===== src/biu_pkg.sv =====
`default_nettype none

package biu_pkg;

  // --------------------
  // field widths
  // --------------------
  localparam int LINE_ADDR_W = 27;
  localparam int SET_WAY_W   = 6;
  localparam int BANK_ID_W   = 2;
  localparam int AXI_ID_W    = BANK_ID_W + SET_WAY_W;
  localparam int LINE_W      = 256;

  // --------------------
  // payload types
  // --------------------
  // miss request from the htu, address bits 31:5
  typedef struct packed {
    logic [LINE_ADDR_W-1:0] line_addr;
    logic [SET_WAY_W-1:0]   set_way;
  } biu_req_t;

  // id is {bank, set_way}
  typedef struct packed {
    logic [AXI_ID_W-1:0] id;
    logic [31:0]         addr;
  } biu_ar_t;

  // single-beat read data, rlast not carried
  typedef struct packed {
    logic [AXI_ID_W-1:0] id;
    logic [LINE_W-1:0]   data;
    logic [1:0]          resp;
  } biu_r_t;

  typedef struct packed {
    logic [LINE_W-1:0]    data;
    logic [SET_WAY_W-1:0] set_way;
    logic                 err;
  } biu_rsp_t;

  typedef enum logic [1:0] {
    IDLE,
    ADDR,
    WAIT_R,
    RESP
  } bank_state_e;

endpackage

`default_nettype wire

===== src/biu_cluster_top.sv =====
`timescale 1ns/1ps
`default_nettype none

module biu_cluster_top
  import biu_pkg::*;
#(
  parameter int NUM_BANKS = 4
) (
  input  logic     clk_i,
  input  logic     rst_i,
  // htu miss requests
  input  logic     htu_valid_i,
  output logic     htu_ready_o,
  input  biu_req_t htu_req_i,
  // completed lines to isu
  output logic     isu_valid_o,
  input  logic     isu_ready_i,
  output biu_rsp_t isu_rsp_o,
  // axi3 read address
  output logic     axi_ar_valid_o,
  input  logic     axi_ar_ready_i,
  output biu_ar_t  axi_ar_o,
  output logic [2:0] axi_ar_size_o,
  output logic [3:0] axi_ar_len_o,
  output logic [1:0] axi_ar_burst_o,
  // axi3 read data
  input  logic     axi_r_valid_i,
  output logic     axi_r_ready_o,
  input  biu_r_t   axi_r_i
);

  logic     [NUM_BANKS-1:0] req_valid;
  logic     [NUM_BANKS-1:0] req_ready;
  biu_req_t                 req;
  logic     [NUM_BANKS-1:0] ar_valid;
  logic     [NUM_BANKS-1:0] ar_ready;
  biu_ar_t  [NUM_BANKS-1:0] ar;
  logic     [NUM_BANKS-1:0] r_valid;
  logic     [NUM_BANKS-1:0] r_ready;
  biu_r_t                   r;
  logic     [NUM_BANKS-1:0] rsp_valid;
  logic     [NUM_BANKS-1:0] rsp_ready;
  biu_rsp_t [NUM_BANKS-1:0] rsp;

  // 32-byte single-beat incrementing reads
  assign axi_ar_size_o  = 3'b101;
  assign axi_ar_len_o   = 4'b0000;
  assign axi_ar_burst_o = 2'b01;

  biu_req_router #(.NUM_BANKS(NUM_BANKS)) u_router (
    .clk_i, .rst_i, .htu_valid_i, .htu_ready_o, .htu_req_i,
    .bank_valid_o(req_valid), .bank_ready_i(req_ready), .bank_req_o(req)
  );

  // --------------------
  // banks
  // --------------------
  for (genvar g = 0; g < NUM_BANKS; g++) begin : g_bank
    bank_biu #(.BANK_IDX(g)) u_bank (
      .clk_i, .rst_i,
      .req_valid_i(req_valid[g]), .req_ready_o(req_ready[g]), .req_i(req),
      .ar_valid_o(ar_valid[g]), .ar_ready_i(ar_ready[g]), .ar_o(ar[g]),
      .r_valid_i(r_valid[g]), .r_ready_o(r_ready[g]), .r_i(r),
      .rsp_valid_o(rsp_valid[g]), .rsp_ready_i(rsp_ready[g]), .rsp_o(rsp[g])
    );
  end

  biu_ar_arbiter #(.NUM_BANKS(NUM_BANKS)) u_ar_arb (
    .clk_i, .rst_i,
    .bank_ar_valid_i(ar_valid), .bank_ar_ready_o(ar_ready), .bank_ar_i(ar),
    .axi_ar_valid_o, .axi_ar_ready_i, .axi_ar_o,
    .axi_r_valid_i, .axi_r_ready_o, .axi_r_i,
    .bank_r_valid_o(r_valid), .bank_r_ready_i(r_ready), .bank_r_o(r)
  );

  biu_resp_merge #(.NUM_BANKS(NUM_BANKS)) u_merge (
    .clk_i, .rst_i,
    .bank_rsp_valid_i(rsp_valid), .bank_rsp_ready_o(rsp_ready), .bank_rsp_i(rsp),
    .isu_valid_o, .isu_ready_i, .isu_rsp_o
  );

endmodule

`default_nettype wire


===== src/biu_resp_merge.sv =====
`timescale 1ns/1ps
`default_nettype none

module biu_resp_merge
  import biu_pkg::*;
#(
  parameter int NUM_BANKS = 4
) (
  input  logic                    clk_i,
  input  logic                    rst_i,
  // bank responses
  input  logic     [NUM_BANKS-1:0] bank_rsp_valid_i,
  output logic     [NUM_BANKS-1:0] bank_rsp_ready_o,
  input  biu_rsp_t [NUM_BANKS-1:0] bank_rsp_i,
  // isu port
  output logic                    isu_valid_o,
  input  logic                    isu_ready_i,
  output biu_rsp_t                isu_rsp_o
);

  localparam int BSEL_W = $clog2(NUM_BANKS);

  logic [BSEL_W-1:0] rr_ptr_q;
  logic [BSEL_W-1:0] hold_idx_q;
  logic              holding_q;
  logic [BSEL_W-1:0] pick;
  logic              found;
  logic [BSEL_W-1:0] sel;

  // --------------------
  // selection
  // --------------------
  always_comb begin
    found = 1'b0;
    pick  = rr_ptr_q;
    for (int i = 0; i < NUM_BANKS; i++) begin
      if (!found && bank_rsp_valid_i[rr_ptr_q + BSEL_W'(i)]) begin
        found = 1'b1;
        pick  = rr_ptr_q + BSEL_W'(i);
      end
    end
  end

  // a stalled isu keeps the same bank so the payload stays put
  assign sel              = holding_q ? hold_idx_q : pick;
  assign isu_valid_o      = bank_rsp_valid_i[sel];
  assign isu_rsp_o        = bank_rsp_i[sel];
  assign bank_rsp_ready_o = {NUM_BANKS{isu_ready_i}} & (NUM_BANKS'(1) << sel);

  // priority moves past the winner after each transfer
  always_ff @(posedge clk_i or posedge rst_i) begin
    if (rst_i) begin
      rr_ptr_q   <= '0;
      hold_idx_q <= '0;
      holding_q  <= 1'b0;
    end else if (isu_valid_o && isu_ready_i) begin
      rr_ptr_q  <= sel + BSEL_W'(1);
      holding_q <= 1'b0;
    end else if (isu_valid_o) begin
      hold_idx_q <= sel;
      holding_q  <= 1'b1;
    end
  end

endmodule

`default_nettype wire


===== src/biu_ar_arbiter.sv =====
`timescale 1ns/1ps
`default_nettype none

module biu_ar_arbiter
  import biu_pkg::*;
#(
  parameter int NUM_BANKS = 4
) (
  input  logic                           clk_i,
  input  logic                           rst_i,
  // bank ar requests
  input  logic    [NUM_BANKS-1:0]        bank_ar_valid_i,
  output logic    [NUM_BANKS-1:0]        bank_ar_ready_o,
  input  biu_ar_t [NUM_BANKS-1:0]        bank_ar_i,
  // axi3 ar channel
  output logic                           axi_ar_valid_o,
  input  logic                           axi_ar_ready_i,
  output biu_ar_t                        axi_ar_o,
  // axi3 r channel
  input  logic                           axi_r_valid_i,
  output logic                           axi_r_ready_o,
  input  biu_r_t                         axi_r_i,
  // r beats to banks
  output logic    [NUM_BANKS-1:0]        bank_r_valid_o,
  input  logic    [NUM_BANKS-1:0]        bank_r_ready_i,
  output biu_r_t                         bank_r_o
);

  localparam int BSEL_W = $clog2(NUM_BANKS);

  logic [BSEL_W-1:0]    rr_ptr_q;
  logic [BSEL_W-1:0]    grant_q;
  logic                 locked_q;
  logic [BSEL_W-1:0]    pick;
  logic                 found;
  logic [BSEL_W-1:0]    grant;
  logic [BANK_ID_W-1:0] r_bank;
  logic [BSEL_W-1:0]    r_dest;

  // --------------------
  // ar grant
  // --------------------
  // first valid bank at or after the priority pointer
  always_comb begin
    found = 1'b0;
    pick  = rr_ptr_q;
    for (int i = 0; i < NUM_BANKS; i++) begin
      if (!found && bank_ar_valid_i[rr_ptr_q + BSEL_W'(i)]) begin
        found = 1'b1;
        pick  = rr_ptr_q + BSEL_W'(i);
      end
    end
  end

  assign grant           = locked_q ? grant_q : pick;
  assign axi_ar_valid_o  = bank_ar_valid_i[grant];
  assign axi_ar_o        = bank_ar_i[grant];
  assign bank_ar_ready_o = {NUM_BANKS{axi_ar_ready_i}} & (NUM_BANKS'(1) << grant);

  // hold the grant until the bus takes it, then rotate
  always_ff @(posedge clk_i or posedge rst_i) begin
    if (rst_i) begin
      rr_ptr_q <= '0;
      grant_q  <= '0;
      locked_q <= 1'b0;
    end else if (axi_ar_valid_o && axi_ar_ready_i) begin
      rr_ptr_q <= grant + BSEL_W'(1);
      locked_q <= 1'b0;
    end else if (axi_ar_valid_o) begin
      grant_q  <= grant;
      locked_q <= 1'b1;
    end
  end

  // --------------------
  // r routing
  // --------------------
  assign r_bank         = axi_r_i.id[AXI_ID_W-1 -: BANK_ID_W];
  assign r_dest         = r_bank[BSEL_W-1:0];
  assign bank_r_valid_o = axi_r_valid_i ? (NUM_BANKS'(1) << r_dest) : '0;
  assign axi_r_ready_o  = bank_r_ready_i[r_dest];
  assign bank_r_o       = axi_r_i;

endmodule

`default_nettype wire


===== src/bank_biu.sv =====
`timescale 1ns/1ps
`default_nettype none

module bank_biu
  import biu_pkg::*;
#(
  parameter int BANK_IDX = 0
) (
  input  logic     clk_i,
  input  logic     rst_i,
  // from router
  input  logic     req_valid_i,
  output logic     req_ready_o,
  input  biu_req_t req_i,
  // to ar arbiter
  output logic     ar_valid_o,
  input  logic     ar_ready_i,
  output biu_ar_t  ar_o,
  // routed r beat
  input  logic     r_valid_i,
  output logic     r_ready_o,
  input  biu_r_t   r_i,
  // to merger
  output logic     rsp_valid_o,
  input  logic     rsp_ready_i,
  output biu_rsp_t rsp_o
);

  bank_state_e            state_q;
  logic [LINE_ADDR_W-1:0] line_addr_q;
  logic [SET_WAY_W-1:0]   set_way_q;
  logic [LINE_W-1:0]      data_q;
  logic                   err_q;

  // --------------------
  // handshake outputs
  // --------------------
  assign req_ready_o = (state_q == IDLE);
  assign ar_valid_o  = (state_q == ADDR);
  assign r_ready_o   = (state_q == WAIT_R);
  assign rsp_valid_o = (state_q == RESP);

  // aligned 32-byte read, bank index in the upper id bits
  assign ar_o.id   = {BANK_ID_W'(BANK_IDX), set_way_q};
  assign ar_o.addr = {line_addr_q, 5'b00000};

  assign rsp_o.data    = data_q;
  assign rsp_o.set_way = set_way_q;
  assign rsp_o.err     = err_q;

  // --------------------
  // miss FSM
  // --------------------
  always_ff @(posedge clk_i or posedge rst_i) begin
    if (rst_i) begin
      state_q <= IDLE;
    end else begin
      case (state_q)
        IDLE:    if (req_valid_i) state_q <= ADDR;
        ADDR:    if (ar_ready_i) state_q <= WAIT_R;
        WAIT_R:  if (r_valid_i) state_q <= RESP;
        RESP:    if (rsp_ready_i) state_q <= IDLE;
        default: state_q <= IDLE;
      endcase
    end
  end

  always_ff @(posedge clk_i) begin
    if (req_valid_i && req_ready_o) begin
      line_addr_q <= req_i.line_addr;
      set_way_q   <= req_i.set_way;
    end
    // anything but OKAY is flagged, no retry
    if (r_valid_i && r_ready_o) begin
      data_q <= r_i.data;
      err_q  <= (r_i.resp != 2'b00);
    end
  end

endmodule

`default_nettype wire


===== src/biu_req_router.sv =====
`timescale 1ns/1ps
`default_nettype none

module biu_req_router
  import biu_pkg::*;
#(
  parameter int NUM_BANKS = 4
) (
  input  logic                 clk_i,
  input  logic                 rst_i,
  // htu side
  input  logic                 htu_valid_i,
  output logic                 htu_ready_o,
  input  biu_req_t             htu_req_i,
  // bank side
  output logic [NUM_BANKS-1:0] bank_valid_o,
  input  logic [NUM_BANKS-1:0] bank_ready_i,
  output biu_req_t             bank_req_o
);

  localparam int BSEL_W = $clog2(NUM_BANKS);

  logic              hold_valid_q;
  biu_req_t          hold_req_q;
  logic [BSEL_W-1:0] bank_sel;

  // low line bits pick the bank
  assign bank_sel    = hold_req_q.line_addr[BSEL_W-1:0];
  assign htu_ready_o = ~hold_valid_q;
  assign bank_req_o  = hold_req_q;

  // only the selected bank sees valid
  assign bank_valid_o = hold_valid_q ? (NUM_BANKS'(1) << bank_sel) : '0;

  // --------------------
  // holding register
  // --------------------
  always_ff @(posedge clk_i or posedge rst_i) begin
    if (rst_i) begin
      hold_valid_q <= 1'b0;
    end else if (htu_valid_i && htu_ready_o) begin
      hold_valid_q <= 1'b1;
    end else if (hold_valid_q && bank_ready_i[bank_sel]) begin
      hold_valid_q <= 1'b0;
    end
  end

  always_ff @(posedge clk_i) begin
    if (htu_valid_i && htu_ready_o) begin
      hold_req_q <= htu_req_i;
    end
  end

endmodule

`default_nettype wire


===== config.mk =====
export PLATFORM = sky130hd
export DESIGN_NAME = biu_cluster_top
export DESIGN_NICKNAME = d
export VERILOG_FILES = /design/src/biu_pkg.sv /design/src/biu_cluster_top.sv /design/src/biu_resp_merge.sv /design/src/biu_ar_arbiter.sv /design/src/bank_biu.sv /design/src/biu_req_router.sv
export SDC_FILE = /design/constraint.sdc
export NUM_CORES = 1
export LEC_CHECK = 0
export CAP_MARGIN = 20
export CELL_PAD_IN_SITES_DETAIL_PLACEMENT = 1
export CELL_PAD_IN_SITES_GLOBAL_PLACEMENT = 2
export CORE_MARGIN = 2
export CORE_UTILIZATION = 47
export CTS_CLUSTER_SIZE = 25
export DETAILED_ROUTE_END_ITERATION = 10
export DONT_BUFFER_PORTS = 1
export HOLD_SLACK_MARGIN = 0.08
export MAX_ROUTING_LAYER = met4
export PLACE_DENSITY_LB_ADDON = 0.1
export SLEW_MARGIN = 0
export SYNTH_ARGS = -nofsm -noshare
export SYNTH_HDL_FRONTEND = slang
export SYNTH_SLANG_ARGS = --single-unit
export TNS_END_PERCENT = 5

===== constraint.sdc =====
create_clock -name clk_i -period 29.7 [get_ports clk_i]
set_input_delay 5.94 -clock clk_i [delete_from_list [all_inputs] [get_ports clk_i]]
set_output_delay 5.94 -clock clk_i [all_outputs]
set_load 0.01 [all_outputs]

==> metrics.md <==
| Metric | Value |
|---|---|
| Area Growth Syn to Fin | `10.8%` |
| Area of the die | `approximately 100,000 µm²` |
| Hold Crit Class | `reg2reg` |
| Max cap viols | `0` |
| GRT Resource Usage Total | `between 20% and 30%` |
| Initial antenna violation count | `3` |
| Finished Cell Area | `roughly 52,000 µm²` |
| DP HPWL | `70,900 µm` |
| WL per Instance | `between 20 and 30 µm` |
| Commonest non-fill, non-tap cell in the layout | `edfxtp_1` |
| Nets | `about 3,700` |
| H-tree depth | `4` |
| Share of cells above drive strength 1 | `6.64%` |
| WS Path Type | `in2out` |
| Main flop type after synthesis | `edfxtp_1` |
| Crit-path cells | `mux4_2` |
| Rows | `115` |
| Final setup fails | `0` |
| CP top delay family | `multiplexers` |
| CTS max path bufs | `3` |
| Worst Setup Start Kind | `input pin` |
| Hold Path Depth | `0` |
| FFs w/ async S/R, synth | `1.57%` |
| Clock sinks | `between 1,000 and 1,500` |
| Critical Path Stages | `1` |
| Slew HR | `~17%` |
| Mapped cell area | `47,000 µm²` |
| Number of synthesized flops with an enable pin | `1,193` |
| Post-CTS sizing | `0` |
| Worst VDD drop | `between 0.1 and 0.15 mV` |
| Yosys reg bits | `1,212` |
| Max Clk Rate | `80.4 MHz` |
| Clock Latency Late Sink | `roughly 0.74 ns` |
| Worst Hold End | `g_bank[1].u_bank.set_way_q[0]$_DFFE_PP_` |
| Die height | `around 320 µm` |
| Total power | `0.00622 W` |
| DRC viols | `0` |
| Clock edge transition at the registers on the reported setup and hold paths | `0.06 ns` |
| Commonest cells after routing, fill and taps aside | `edfxtp_1, nand2_1, a31oi_1, and3_1, clkbuf_16` |
| Root buffer cell | `clkbuf_16` |
| FILL cells | `~9,500` |
| Final period util | `between 40% and 50%` |
| Status | `complete, no violations` |
| Largest net degree at the start of global routing | `roughly 230` |
| Vias/cell | `~5.7` |
| Crit end category | `primary output` |
| Chip width | `320 µm` |
| Hold Worst Slack | `just under 0.5 ns` |
| CP required | `roughly 24 ns` |
| Core ar. | `between 90,000 and 100,000 µm²` |
| Reg-to-reg endpoint | `g_bank[1].u_bank.state_q[1]$_DFFE_PP0P_` |
| Syn Inst Count | `between 3,000 and 4,000` |
| Initial Utilization | `a little under half` |
| Buffers & Inverters on Critical Path | `0` |
| Final ANT Viol Nets | `0` |
| Cells on worst reg2reg path | `9` |
| Placed instance count | `approximately 4,500` |
| Final Hold Vio Count | `0` |
| Largest fanout on the critical path | `8` |
| Vias | `around 27,000` |
| Cell area power density | `119 nW/µm²` |
| Reg-to-reg startpoint | `g_bank[3].u_bank.state_q[0]$_DFFE_PP0P_` |
| Layout Skew | `0.0261 ns` |
| Placer Congestion | `0.786` |
| GRT Residual Overflow | `0` |
| CTS tree | `yes` |
| Critical path data arrival time | `about 6.5 ns` |
| Area post-placement | `about 48,000 µm²` |
| Leak | `roughly 18 nW` |
| Slew @ Worst Pin | `roughly 1.2 ns` |
| RSZ-0062 raised after global routing | `false` |
| Final Max Tran Viols | `0` |
| Global-route wire length before repair | `between 150,000 and 200,000 µm` |
| FF-to-FF setup slack | `~26 ns` |
| Number of buffers created by CTS | `130` |
| HP Start | `u_router.bank_req_o[0]$_DFFE_PP_` |
| Avg Inst Size Synth | `13.9 µm²` |
| Hold bufs inserted after CTS | `0` |
| Seq/Total Area, Yosys | `77.3%` |
| Port Buf Inserts | `0` |
| Number of global-route vias before repair | `between 20,000 and 30,000` |
| Crit-path max cell delay | `~0.55 ns` |
| Slowest cell on the critical path | `mux4_2` |
| Synth unique cells | `57` |
| Final wirelength | `around 120,000 µm` |
| Initial drt markers | `around 1,700` |
| Tmin final | `12.44 ns` |
| Setup TNS | `0 ns` |
| DR pass1 iterations | `4` |
| Yosys warning count | `0` |
| Cell Count, Final, Fillers Out | `about 4,700` |
| Ports | `621` |
| Setup bufs post-CTS | `0` |
-- sequential cells by signal (all words and copies together) (netlist names) --
register / count
u_merge.rr_ptr_q: 2
g_bank.u_bank.data_q: 1024
u_ar_arb.locked_q: 1
g_bank.u_bank.err_q: 4
g_bank.u_bank.set_way_q: 24
u_ar_arb.rr_ptr_q: 2
u_router.hold_valid_q: 1
u_merge.hold_idx_q: 2
u_router.bank_req_o: 33
g_bank.u_bank.state_q: 8
u_ar_arb.grant_q: 2
u_merge.holding_q: 1
g_bank.u_bank.line_addr_q: 108
-- worst max path at each step --
stage | start | to
2_1_floorplan | axi_r_i[264] | g_bank[2].u_bank.data_q[0]$_DFFE_PP_
3_3_place_gp | axi_r_i[264] | axi_r_ready_o
3_5_place_dp | axi_r_i[264] | axi_r_ready_o
4_1_cts | axi_r_i[264] | axi_r_ready_o
5_1_grt | axi_r_i[264] | axi_r_ready_o
6_report | axi_r_i[264] | axi_r_ready_o
-- logic make-up after synthesis --
| family | count (synthesis) | synth area share (%) |
|---|---|---|
| buffers and inverters | 242 | 2.29 |
| AO/OA/AOI/OAI | 378 | 5.24 |
| adder cells (fa/ha/maj) | 24 | 0.639 |
| multiplexers | 24 | 0.621 |
| flip-flops | 1212 | 77.3 |
| AND/OR/NAND/NOR | 1503 | 13.9 |
| other | 2 | 0.0160 |
-- report_power, final --
part,internal [W],switching [W],leakage [nW]
logic,0.000645,0.00200,5.20
registers,0.00201,0.0000459,11.0
clock network,0.000873,0.000644,1.95
-- stage by stage --
stage	worst slack, ns	utilization (%)
final	17.26	52.7
after global routing	17.27	52.7
after CTS	17.26	52.7
after detailed placement	17.26	48.7
after global placement	17.26	48.6
after floorplan	3.72	-
-- per-layer routing --
metal  share of wire (%)  wire [µm]  vias to the layer above  GRT usage (%)
li1                    -          -                    12246              -
met2                  51      61400                      694           40.1
met4                 3.6       4380                        0           9.19
met1                  37      44400                    13639           26.1
met5                   0          0                        -              -
met3                 9.0      10900                      219           9.26
-- cells in the mapped netlist, drive strengths merged (9+ instances only) --
cell type  instances  share of area, %
nand2           1132               9.0
nand2b             9              0.12
and2              34              0.45
inv               19              0.15
a31oi            300               4.0
edfxtp          1193                76
a211oi            36              0.59
nor2              20              0.16
dfrtp             19               1.0
buf              113               1.3
and3             264               3.5
o21ai             15              0.16
mux2i             13              0.28
clkbuf           110              0.88
ha                24              0.64
nand3             12              0.13
-- cell type report --
cell class | instances | area, µm² | area share [%]
clock buffers | 166 | 3520 | 6.75
clock inverters | 67 | 478 | 0.918
inverters | 19 | 71.3 | 0.137
multi-input cells | 1943 | 9720 | 18.7
well taps | 1287 | 1610 | 3.09
repair buffers | 28 | 360 | 0.692
diodes | 3 | 7.51 | 0.0144
flip-flops and latches | 1212 | 36300 | 69.7
Power figures use the tool's default switching activity.
